===== src/rtl/mmp_pkg.sv =====
package mmp_pkg;

    // field widths
    localparam int DATA_W = 20;
    localparam int DEST_W = 7;
    localparam int TAG_W  = 11;
    localparam int RD_W   = 16;

    // field positions inside the 38-bit input packet
    localparam int DEST_LSB     = DATA_W;
    localparam int TAG_LSB      = DEST_LSB + DEST_W;
    localparam int MEM_FLAG_BIT = 18;

    localparam int PKT_IN_W  = TAG_LSB + TAG_W;
    localparam int PKT_OUT_W = 52;

    // latched packet followed by the read value
    localparam int MERGE_W = PKT_IN_W + RD_W;

    // operand RAM
    localparam int MEM_DEPTH = 64;
    localparam int ADDR_W    = $clog2(MEM_DEPTH);

    // same 54-bit word, two decodings chosen by lr
    typedef union packed {
        // lr = 1: read value goes above the low data bits
        struct packed {
            logic              lr;
            logic [TAG_W-2:0]  tag_lo;
            logic [DEST_W-1:0] dest;
            logic              data_msb;
            logic [DATA_W-2:0] data_lo;
            logic [RD_W-1:0]   rd;
        } lr_view;
        // lr = 0: full data, read value loses its top bit
        struct packed {
            logic              lr;
            logic [TAG_W-2:0]  tag_lo;
            logic [DEST_W-1:0] dest;
            logic [DATA_W-1:0] data;
            logic              rd_msb;
            logic [RD_W-2:0]   rd_lo;
        } cz_view;
    } merge_word_u;

    // constant table, entry n holds n + 1
    // only the low six bits of dest index the table
    function automatic logic [RD_W-1:0] const_entry(input logic [DEST_W-1:0] dest);
        logic [RD_W-1:0] idx;
        idx = {{(RD_W - ADDR_W){1'b0}}, dest[ADDR_W-1:0]};
        return idx + 1'b1;
    endfunction

endpackage


===== src/rtl/mmp_top.sv =====
module mmp_top (
    input  logic                          CP,
    input  logic                          MR,
    input  logic                          in_send,
    input  logic                          in_wr_e,
    input  logic                          in_del,
    input  logic [mmp_pkg::ADDR_W-1:0]    in_addr,
    input  logic [mmp_pkg::PKT_IN_W-1:0]  in_packet,
    input  logic                          out_ack,
    output logic                          in_ack,
    output logic                          out_send,
    output logic [mmp_pkg::PKT_OUT_W-1:0] out_packet
);

    import mmp_pkg::*;

    // entry stage to matching-memory stage
    logic                mid_send;
    logic                mid_ack;
    logic [PKT_IN_W-1:0] mid_packet;
    logic                mid_wr_e;
    logic [ADDR_W-1:0]   mid_addr;
    logic                mid_del;

    merge_word_u merged;

    packet_entry_stage entry_inst (
        .CP         (CP),
        .MR         (MR),
        .send_in    (in_send),
        .ack_in     (mid_ack),
        .packet_in  (in_packet),
        .wr_e_in    (in_wr_e),
        .addr_in    (in_addr),
        .del_in     (in_del),
        .send_out   (mid_send),
        .ack_out    (in_ack),
        .packet_out (mid_packet),
        .wr_e_out   (mid_wr_e),
        .addr_out   (mid_addr),
        .del_out    (mid_del)
    );

    mmram_stage mmram_inst (
        .CP        (CP),
        .MR        (MR),
        .send_in   (mid_send),
        .ack_in    (out_ack),
        .wr_e      (mid_wr_e),
        .del       (mid_del),
        .addr      (mid_addr),
        .packet_in (mid_packet),
        .send_out  (out_send),
        .ack_out   (mid_ack),
        .merged    (merged)
    );

    // output packet follows the merged word combinationally
    packet_formatter fmt_inst (
        .merged     (merged),
        .packet_out (out_packet)
    );

endmodule


===== src/rtl/mmram_stage.sv =====
module mmram_stage (
    input  logic                         CP,
    input  logic                         MR,
    input  logic                         send_in,
    input  logic                         ack_in,
    input  logic                         wr_e,
    input  logic                         del,
    input  logic [mmp_pkg::ADDR_W-1:0]   addr,
    input  logic [mmp_pkg::PKT_IN_W-1:0] packet_in,
    output logic                         send_out,
    output logic                         ack_out,
    output mmp_pkg::merge_word_u         merged
);

    import mmp_pkg::*;

    logic                fire;
    logic [PKT_IN_W-1:0] pkt_q;
    logic [DATA_W-1:0]   ram [MEM_DEPTH];
    logic [RD_W-1:0]     ram_q;
    logic [RD_W-1:0]     cst_q;
    logic [RD_W-1:0]     rd_sel;
    logic [MERGE_W-1:0]  merge_raw;

    stage_ctrl ctrl_inst (
        .CP       (CP),
        .MR       (MR),
        .send_in  (send_in),
        .ack_in   (ack_in),
        .del      (del),
        .send_out (send_out),
        .ack_out  (ack_out),
        .fire     (fire)
    );

    // data latch
    always_ff @(posedge CP or posedge MR) begin
        if (MR) begin
            pkt_q <= '0;
        end else if (fire) begin
            pkt_q <= packet_in;
        end
    end

    // operand RAM is written even for a deleted packet
    always_ff @(posedge CP or posedge MR) begin
        if (MR) begin
            for (int i = 0; i < MEM_DEPTH; i++) begin
                ram[i] <= '0;
            end
        end else if (fire && wr_e) begin
            ram[addr] <= packet_in[DATA_W-1:0];
        end
    end

    // registered reads
    // same-packet write shows the old word here
    // only the low 16 RAM bits reach the merged word
    always_ff @(posedge CP or posedge MR) begin
        if (MR) begin
            ram_q <= '0;
            cst_q <= '0;
        end else if (fire) begin
            ram_q <= ram[addr][RD_W-1:0];
            cst_q <= const_entry(packet_in[DEST_LSB +: DEST_W]);
        end
    end

    // mem_flag of the latched packet picks RAM or constant
    assign rd_sel = pkt_q[MEM_FLAG_BIT] ? ram_q : cst_q;

    assign merge_raw = {pkt_q, rd_sel};
    assign merged    = merge_raw;

    // a write needs a clean address
    wr_addr_known_a: assert property (
        @(posedge CP) disable iff (MR)
        (fire && wr_e) |-> !$isunknown(addr)
    ) else $error("RAM write with unknown address");

endmodule


===== src/rtl/packet_entry_stage.sv =====
module packet_entry_stage (
    input  logic                         CP,
    input  logic                         MR,
    input  logic                         send_in,
    input  logic                         ack_in,
    input  logic [mmp_pkg::PKT_IN_W-1:0] packet_in,
    input  logic                         wr_e_in,
    input  logic [mmp_pkg::ADDR_W-1:0]   addr_in,
    input  logic                         del_in,
    output logic                         send_out,
    output logic                         ack_out,
    output logic [mmp_pkg::PKT_IN_W-1:0] packet_out,
    output logic                         wr_e_out,
    output logic [mmp_pkg::ADDR_W-1:0]   addr_out,
    output logic                         del_out
);

    import mmp_pkg::*;

    logic fire;

    // delete is carried forward, never acted on here
    stage_ctrl ctrl_inst (
        .CP       (CP),
        .MR       (MR),
        .send_in  (send_in),
        .ack_in   (ack_in),
        .del      (1'b0),
        .send_out (send_out),
        .ack_out  (ack_out),
        .fire     (fire)
    );

    // packet and side-band controls held steady for the next stage
    always_ff @(posedge CP or posedge MR) begin
        if (MR) begin
            packet_out <= '0;
            wr_e_out   <= 1'b0;
            addr_out   <= '0;
            del_out    <= 1'b0;
        end else if (fire) begin
            packet_out <= packet_in;
            wr_e_out   <= wr_e_in;
            addr_out   <= addr_in;
            del_out    <= del_in;
        end
    end

endmodule


===== src/rtl/packet_formatter.sv =====
module packet_formatter (
    input  mmp_pkg::merge_word_u          merged,
    output logic [mmp_pkg::PKT_OUT_W-1:0] packet_out
);

    // lr picks which decoding of the merged word is sent out
    always_comb begin
        if (merged.lr_view.lr) begin
            // tag, dest, read value, data without its top bit
            packet_out = {
                merged.lr_view.tag_lo,
                merged.lr_view.dest,
                merged.lr_view.rd,
                merged.lr_view.data_lo
            };
        end else begin
            // tag, dest, full data, read value without its top bit
            packet_out = {
                merged.cz_view.tag_lo,
                merged.cz_view.dest,
                merged.cz_view.data,
                merged.cz_view.rd_lo
            };
        end
    end

endmodule


===== src/rtl/stage_ctrl.sv =====
module stage_ctrl (
    input  logic CP,
    input  logic MR,
    input  logic send_in,
    input  logic ack_in,
    input  logic del,
    output logic send_out,
    output logic ack_out,
    output logic fire
);

    // stage holds a packet
    logic full;

    // accept when empty, or when the held packet leaves this cycle
    assign fire = send_in && (!full || ack_in);

    // taking a packet is the acknowledge upstream
    assign ack_out = fire;

    assign send_out = full;

    always_ff @(posedge CP or posedge MR) begin
        if (MR) begin
            full <= 1'b0;
        end else if (fire) begin
            // a deleted packet is consumed here
            full <= !del;
        end else if (ack_in) begin
            full <= 1'b0;
        end
    end

    // downstream must have taken the packet before send drops
    send_hold_a: assert property (
        @(posedge CP) disable iff (MR)
        $fell(send_out) |-> $past(ack_in)
    ) else $error("send_out dropped without ack_in");

endmodule


===== config.mk =====
export PLATFORM = sky130hd
export DESIGN_NAME = mmp_top
export DESIGN_NICKNAME = d
export VERILOG_FILES = /design/src/rtl/mmp_pkg.sv /design/src/rtl/mmp_top.sv /design/src/rtl/mmram_stage.sv /design/src/rtl/packet_entry_stage.sv /design/src/rtl/packet_formatter.sv /design/src/rtl/stage_ctrl.sv
export SDC_FILE = /design/constraint.sdc
export NUM_CORES = 2
export LEC_CHECK = 0
export ABC_AREA = 1
export BUFFER_PORTS_ARGS = -buffer_cell sky130_fd_sc_hd__buf_2
export CAP_MARGIN = 20
export CORE_UTILIZATION = 55
export CTS_CLUSTER_DIAMETER = 80
export DETAILED_ROUTE_END_ITERATION = 10
export PLACE_DENSITY = 0.74
export SYNTH_ARGS = -nofsm -noshare
export SYNTH_HDL_FRONTEND = slang
export SYNTH_SLANG_ARGS = --single-unit

===== constraint.sdc =====
create_clock -name CP -period 36.9 [get_ports CP]
set_clock_uncertainty 0.1 [all_clocks]
set_input_delay 7.38 -clock CP [delete_from_list [all_inputs] [get_ports CP]]
set_output_delay 7.38 -clock CP [all_outputs]
set_load 0.02 [all_outputs]

Yosys cells after proc, flatten, opt, wreduce, memory -nomap -nowiden. Cells that the tools add are included.

Word-level logic and storage cells: 100. Output and inout bits: 54. Input bits: 50. Flip-flop bits (word level): 1398.

Order comparisons: 2. $add $sub $neg: 1. Multiplexer cells: 12. Reductions and logical operators: 11. Bitwise logic cells: 1.

Operators by type and width (count): $bwmux W1280 (1); $bmux W20 S6 (1); $demux W20 S6 (1); $mux W16 (3); $mux W35 (1); $mux W20 (1); $add A6 B1 Y7 const B (1); $ge A7 B7 Y1 const B (1); $lt A7 B1 Y1 const B (1); $not A6 Y7 (1); $logic_and A1 B1 Y1 (4); $mux W1 (4); $reduce_bool A2 Y1 (2); $logic_not A1 Y1 (3); $logic_or A1 B1 Y1 (2).

Longest topological paths before layout.
Word-level depth: 6. Gate-level depth with buffers: 15. Mapped depth without buffers: 13.

Hierarchy. From an unflattened synthesis, not the netlist that was laid out.

Cell total of the unflattened synthesis: 7257. Area total of the unflattened synthesis: 53234.8 µm².

Modules (own cells, without submodules): mmram_stage (cells an instance 6911, area an instance 50704.9 µm², times used 1); packet_entry_stage (cells an instance 196, area an instance 1796.7 µm², times used 1); packet_formatter (cells an instance 130, area an instance 598.1 µm², times used 1); stage_ctrl (cells an instance 10, area an instance 67.6 µm², times used 2).

Worst setup path after synthesis. Ideal clock, no wire load.

Path type: input port to output port. From: input port out_ack. To: output port in_ack. Data required time: 29.420 ns. Stages on the path: 6. Slack: 20.973 ns. Arrival time: 8.447 ns. Path buffers: 2. Cell sequence: inv_1 nand3_1 nand2_1 inv_1 clkbuf_1 clkbuf_1.

Word-level cells in the longest chain between the ends: 4.

RTL lines: start, declared (line mmp_top.sv:9) `input logic out_ack,`; $logic_or A1 B1 Y1 (line stage_ctrl.sv:16) `assign fire = send_in && (!full || ack_in);`; $logic_and A1 B1 Y1 (line stage_ctrl.sv:16); $logic_or A1 B1 Y1 (line stage_ctrl.sv:16); $logic_and A1 B1 Y1 (line stage_ctrl.sv:16); end, declared (line mmp_top.sv:10) `output logic in_ack,`.

No other way between the ends.

Final worst setup path. Same ends and word-level chain as after synthesis.

==> results by group <==
Layout
  – Fillcell total: 8381
  – Reg area: 28400 sq um
  – Net count, final: 6998
  – Antenna diodes: 0
  – Design area: 58400 sq um
  – Multi-input logic area: 21900 sq um
  – Layout area overhead: 10.5%
  – Layout cells sized above 1: 0.0660

Status
  – Run status: completed

CTS
  – Clk_lat worst skew: 720 ps
  – CTS root buf: clkbuf_16
  – CTS tree: built
  – Clock buffer count from CTS: 118
  – Post-CTS Resized: 0
  – # H-tree levels: 3
  – Cts-stage hold buffer count: 0
  – Post-CTS Setup Inserts: 0
  – Worst-path clk slew: 60 ps
  – Clk buf depth: 3
  – CTS Sinks: 1133

Timing
  – Unrepaired setup endpoints after global routing: false
  – Worst slew pin tran: 1300 ps
  – Setup Viol. Count Final: 0
  – Crit path time final: 16530 ps
  – Period utilization: 0.448
  – Final Hold Fails: 0
  – Setup TNS: 0 ps
  – Max Slew Vio Count: 0
  – Fmax: 60.5 MHz
  – Slew HR: 0.136

Placement
  – I/O Buffers: 103
  – Area post-placement: 53500 sq um
  – GPL Wtd Cong: 0.873
  – DP HPWL: 82.5 mm

Floorplan
  – Die height: 312 um
  – IO Pins: 104
  – Die area: 97300 sq um
  – Core area: 95000 sq um
  – Rows: 113
  – Die width: 312 um
  – Initial Util: 0.556

Route
  – Initial drt markers: 5150
  – DR WL/cell: 17.9 um
  – Vias per cell: 5.49
  – Number of routed nets with antenna violations: 0
  – Final wirelength: 149 mm
  – Initial DRT Pass Iterations: 6
  – Number of remaining DRC errors: 0
  – Overall via count from detail_route: 45700

Synth
  – Synth unique cells: 27
  – Mean Syn Cell Area: 7.36 sq um
  – Largest family of logic cells by synthesized area: simple AND/OR/NAND/NOR gates
  – Simple-gate share of the synthesized area: 0.306
  – Flops & latches, synth: 1133
  – XOR/XNOR Fraction of Synth Area: 0.000166
  – Seq/Total Area, Yosys: 0.537
  – Post-Syn Area: 52800 sq um
  – Share of the synthesized area in the top cell type: 0.537
  – Yosys warnings: 0
  – Mux cell area share after synthesis: 0
  – Synth top area cells: dfrtp_1, nand2_1, o21ai_0, clkbuf_1, o21ai_1
  – Top cell type by total area after synthesis: dfrtp_1
  – Synth Instances: 7178
  – Mapped Nets: 7229
  – Post-Synth Adder-Cell Area: 0.000237
  – Synth Area in Compound Gates: 0.108

Hold path
  – Worst hold path class: flip-flop to flip-flop

Power
  – Sw power: 1050 uW
  – PwrDens: 58.0 nW/um^2
  – Internal: 2330 uW
  – Sequential group share of total power: 0.446
  – VDD IR-drop max: 0.0397 mV
  – Static leakage: 0.0302 uW
  – Switching Fraction: 0.311
  – Gate power share: 0.181
  – Total power: 3390 uW
  – Clk network pwr share: 0.373

Setup path
  – Critical path type: input pin to output pin
  – Req. time, crit path: 29420 ps
  – Critical path arrival: 9040 ps
  – Setup crit start kind: input pin
  – Crit. End Element: output pin
  – CP max FO: 77

Global route
  – Initial antenna violation count: 1
  – All-Layer GR Usage: 0.307
  – Pin count of the biggest net entering global routing: 198
  – Grt ovf: 0
  – Vias in the first global route: 42400
  – Global-route wire length before repair: 237 mm

Job
  – Max-cap violations: 0
through the flow:
step / util / setup WS (ps) / hold WS [ps] / std cells
after floorplan: - / 13780 / 340 / 7178
after global placement: 0.561 / 20350 / 352 / 8053
after detailed placement: 0.563 / 20320 / 357 / 8059
after CTS: 0.606 / 20330 / 373 / 8280
after global routing: 0.614 / 20180 / 392 / 8313
final: 0.614 / 20380 / 373 / 8313
cells in the final DEF, fill, tap and decap left out, types with 13 or more instances in the layout:
cell type,netlist,layout
buf_16,0,24
o21ai_1,104,104
clkbuf_1,521,19
clkinv_2,0,31
nand3_1,49,49
clkbuf_8,0,26
buf_2,5,103
nor2_1,52,52
nand2_1,4103,4102
inv_1,101,83
buf_4,19,63
inv_2,6,20
bufinv_16,0,16
o21ai_0,1025,1025
buf_8,0,13
clkbuf_16,0,120
dfrtp_1,1133,1130
state kept, by name (all words and copies together), names as in the netlist:
signal / count
entry_inst.wr_e_out: 1
mmram_inst.ctrl_inst.send_out: 1
entry_inst.packet_out: 38
entry_inst.addr_out: 6
mmram_inst.ram_q: 16
entry_inst.del_out: 1
entry_inst.ctrl_inst.send_out: 1
mmram_inst.cst_q: 7
mmram_inst.ram: 1024
mmram_inst.pkt_q: 38
synthesized netlist by cell type:
master	instances
nor3_1	5
xnor2_1	1
nand3b_1	1
nor3_2	3
nor2_1	52
nand2_1	4103
inv_4	1
inv_1	101
ha_1	1
nand3_1	49
clkbuf_1	521
o31ai_1	1
nor4_4	6
nand4_1	2
inv_2	6
a21oi_1	8
nor2_2	2
or2_2	10
buf_2	5
nand2_2	1
o21ai_0	1025
dfrtp_1	1133
buf_4	19
nor3_4	1
o21ai_1	104
buf_1	14
o211ai_1	3
power by group through the flow:
stage | clock network [uW] | registers [uW] | logic [uW]
4_1_cts | 1280 | 1510 | 606
3_5_place_dp | 0 | 1530 | 602
5_1_grt | 1320 | 1530 | 687
6_report | 1260 | 1510 | 613
2_1_floorplan | 0 | 1500 | 441
3_3_place_gp | 0 | 1520 | 589
worst max-delay path, cell delays in order:
cell and delay [ps]:
buf_2 80, inv_1 50, nand3_1 80, nand2_1 360, inv_2 150, buf_4 620
buf_2 300
layer usage:
| metal | wire length, um | track usage | up-vias |
|---|---|---|---|
| met2 | 67000 | 0.479 | 1803 |
| li1 | - | - | 21900 |
| met1 | 64500 | 0.434 | 21700 |
| met5 | 0 | 0 | - |
| met4 | 5070 | 0.110 | 0 |
| met3 | 12400 | 0.0498 | 274 |
logic make-up (layout without fill, tap and decap cells):
logic type,Yosys count,in the layout
fa+ha+maj,1,1
compound gates,1141,1141
buf+inv,667,537
xor+xnor,1,1
simple gates,4235,4235
flops,1133,1133
final cells by class:
type	instances	share of cell area
Sequential cell	1133	0.486
Multi-Input combinational cell	5378	0.375
Clock buffer	165	0.0588
Timing Repair Buffer	208	0.0332
Tap cell	1265	0.0271
Clock inverter	56	0.0123
Inverter	108	0.00735
final timing paths:
| check | slack [ps] | depth (start not counted) | to | start |
|---|---|---|---|---|
| worst max register to register | 32050 | 6 | mmram_inst.ram[903] | entry_inst.addr_out[1] |
| worst min-delay path | 370 | 2 | mmram_inst.pkt_q[34] | entry_inst.packet_out[34] |
| worst max-delay path | 20380 | 7 | in_ack | out_ack |
| min in group asynchronous | 6620 | 2 | mmram_inst.ram[1225] | MR |
| max in group asynchronous | 26420 | 6 | mmram_inst.ram[981] | MR |
| worst min register to register | 370 | 2 | mmram_inst.pkt_q[34] | entry_inst.packet_out[34] |
(Power assumes the default switching activity.)
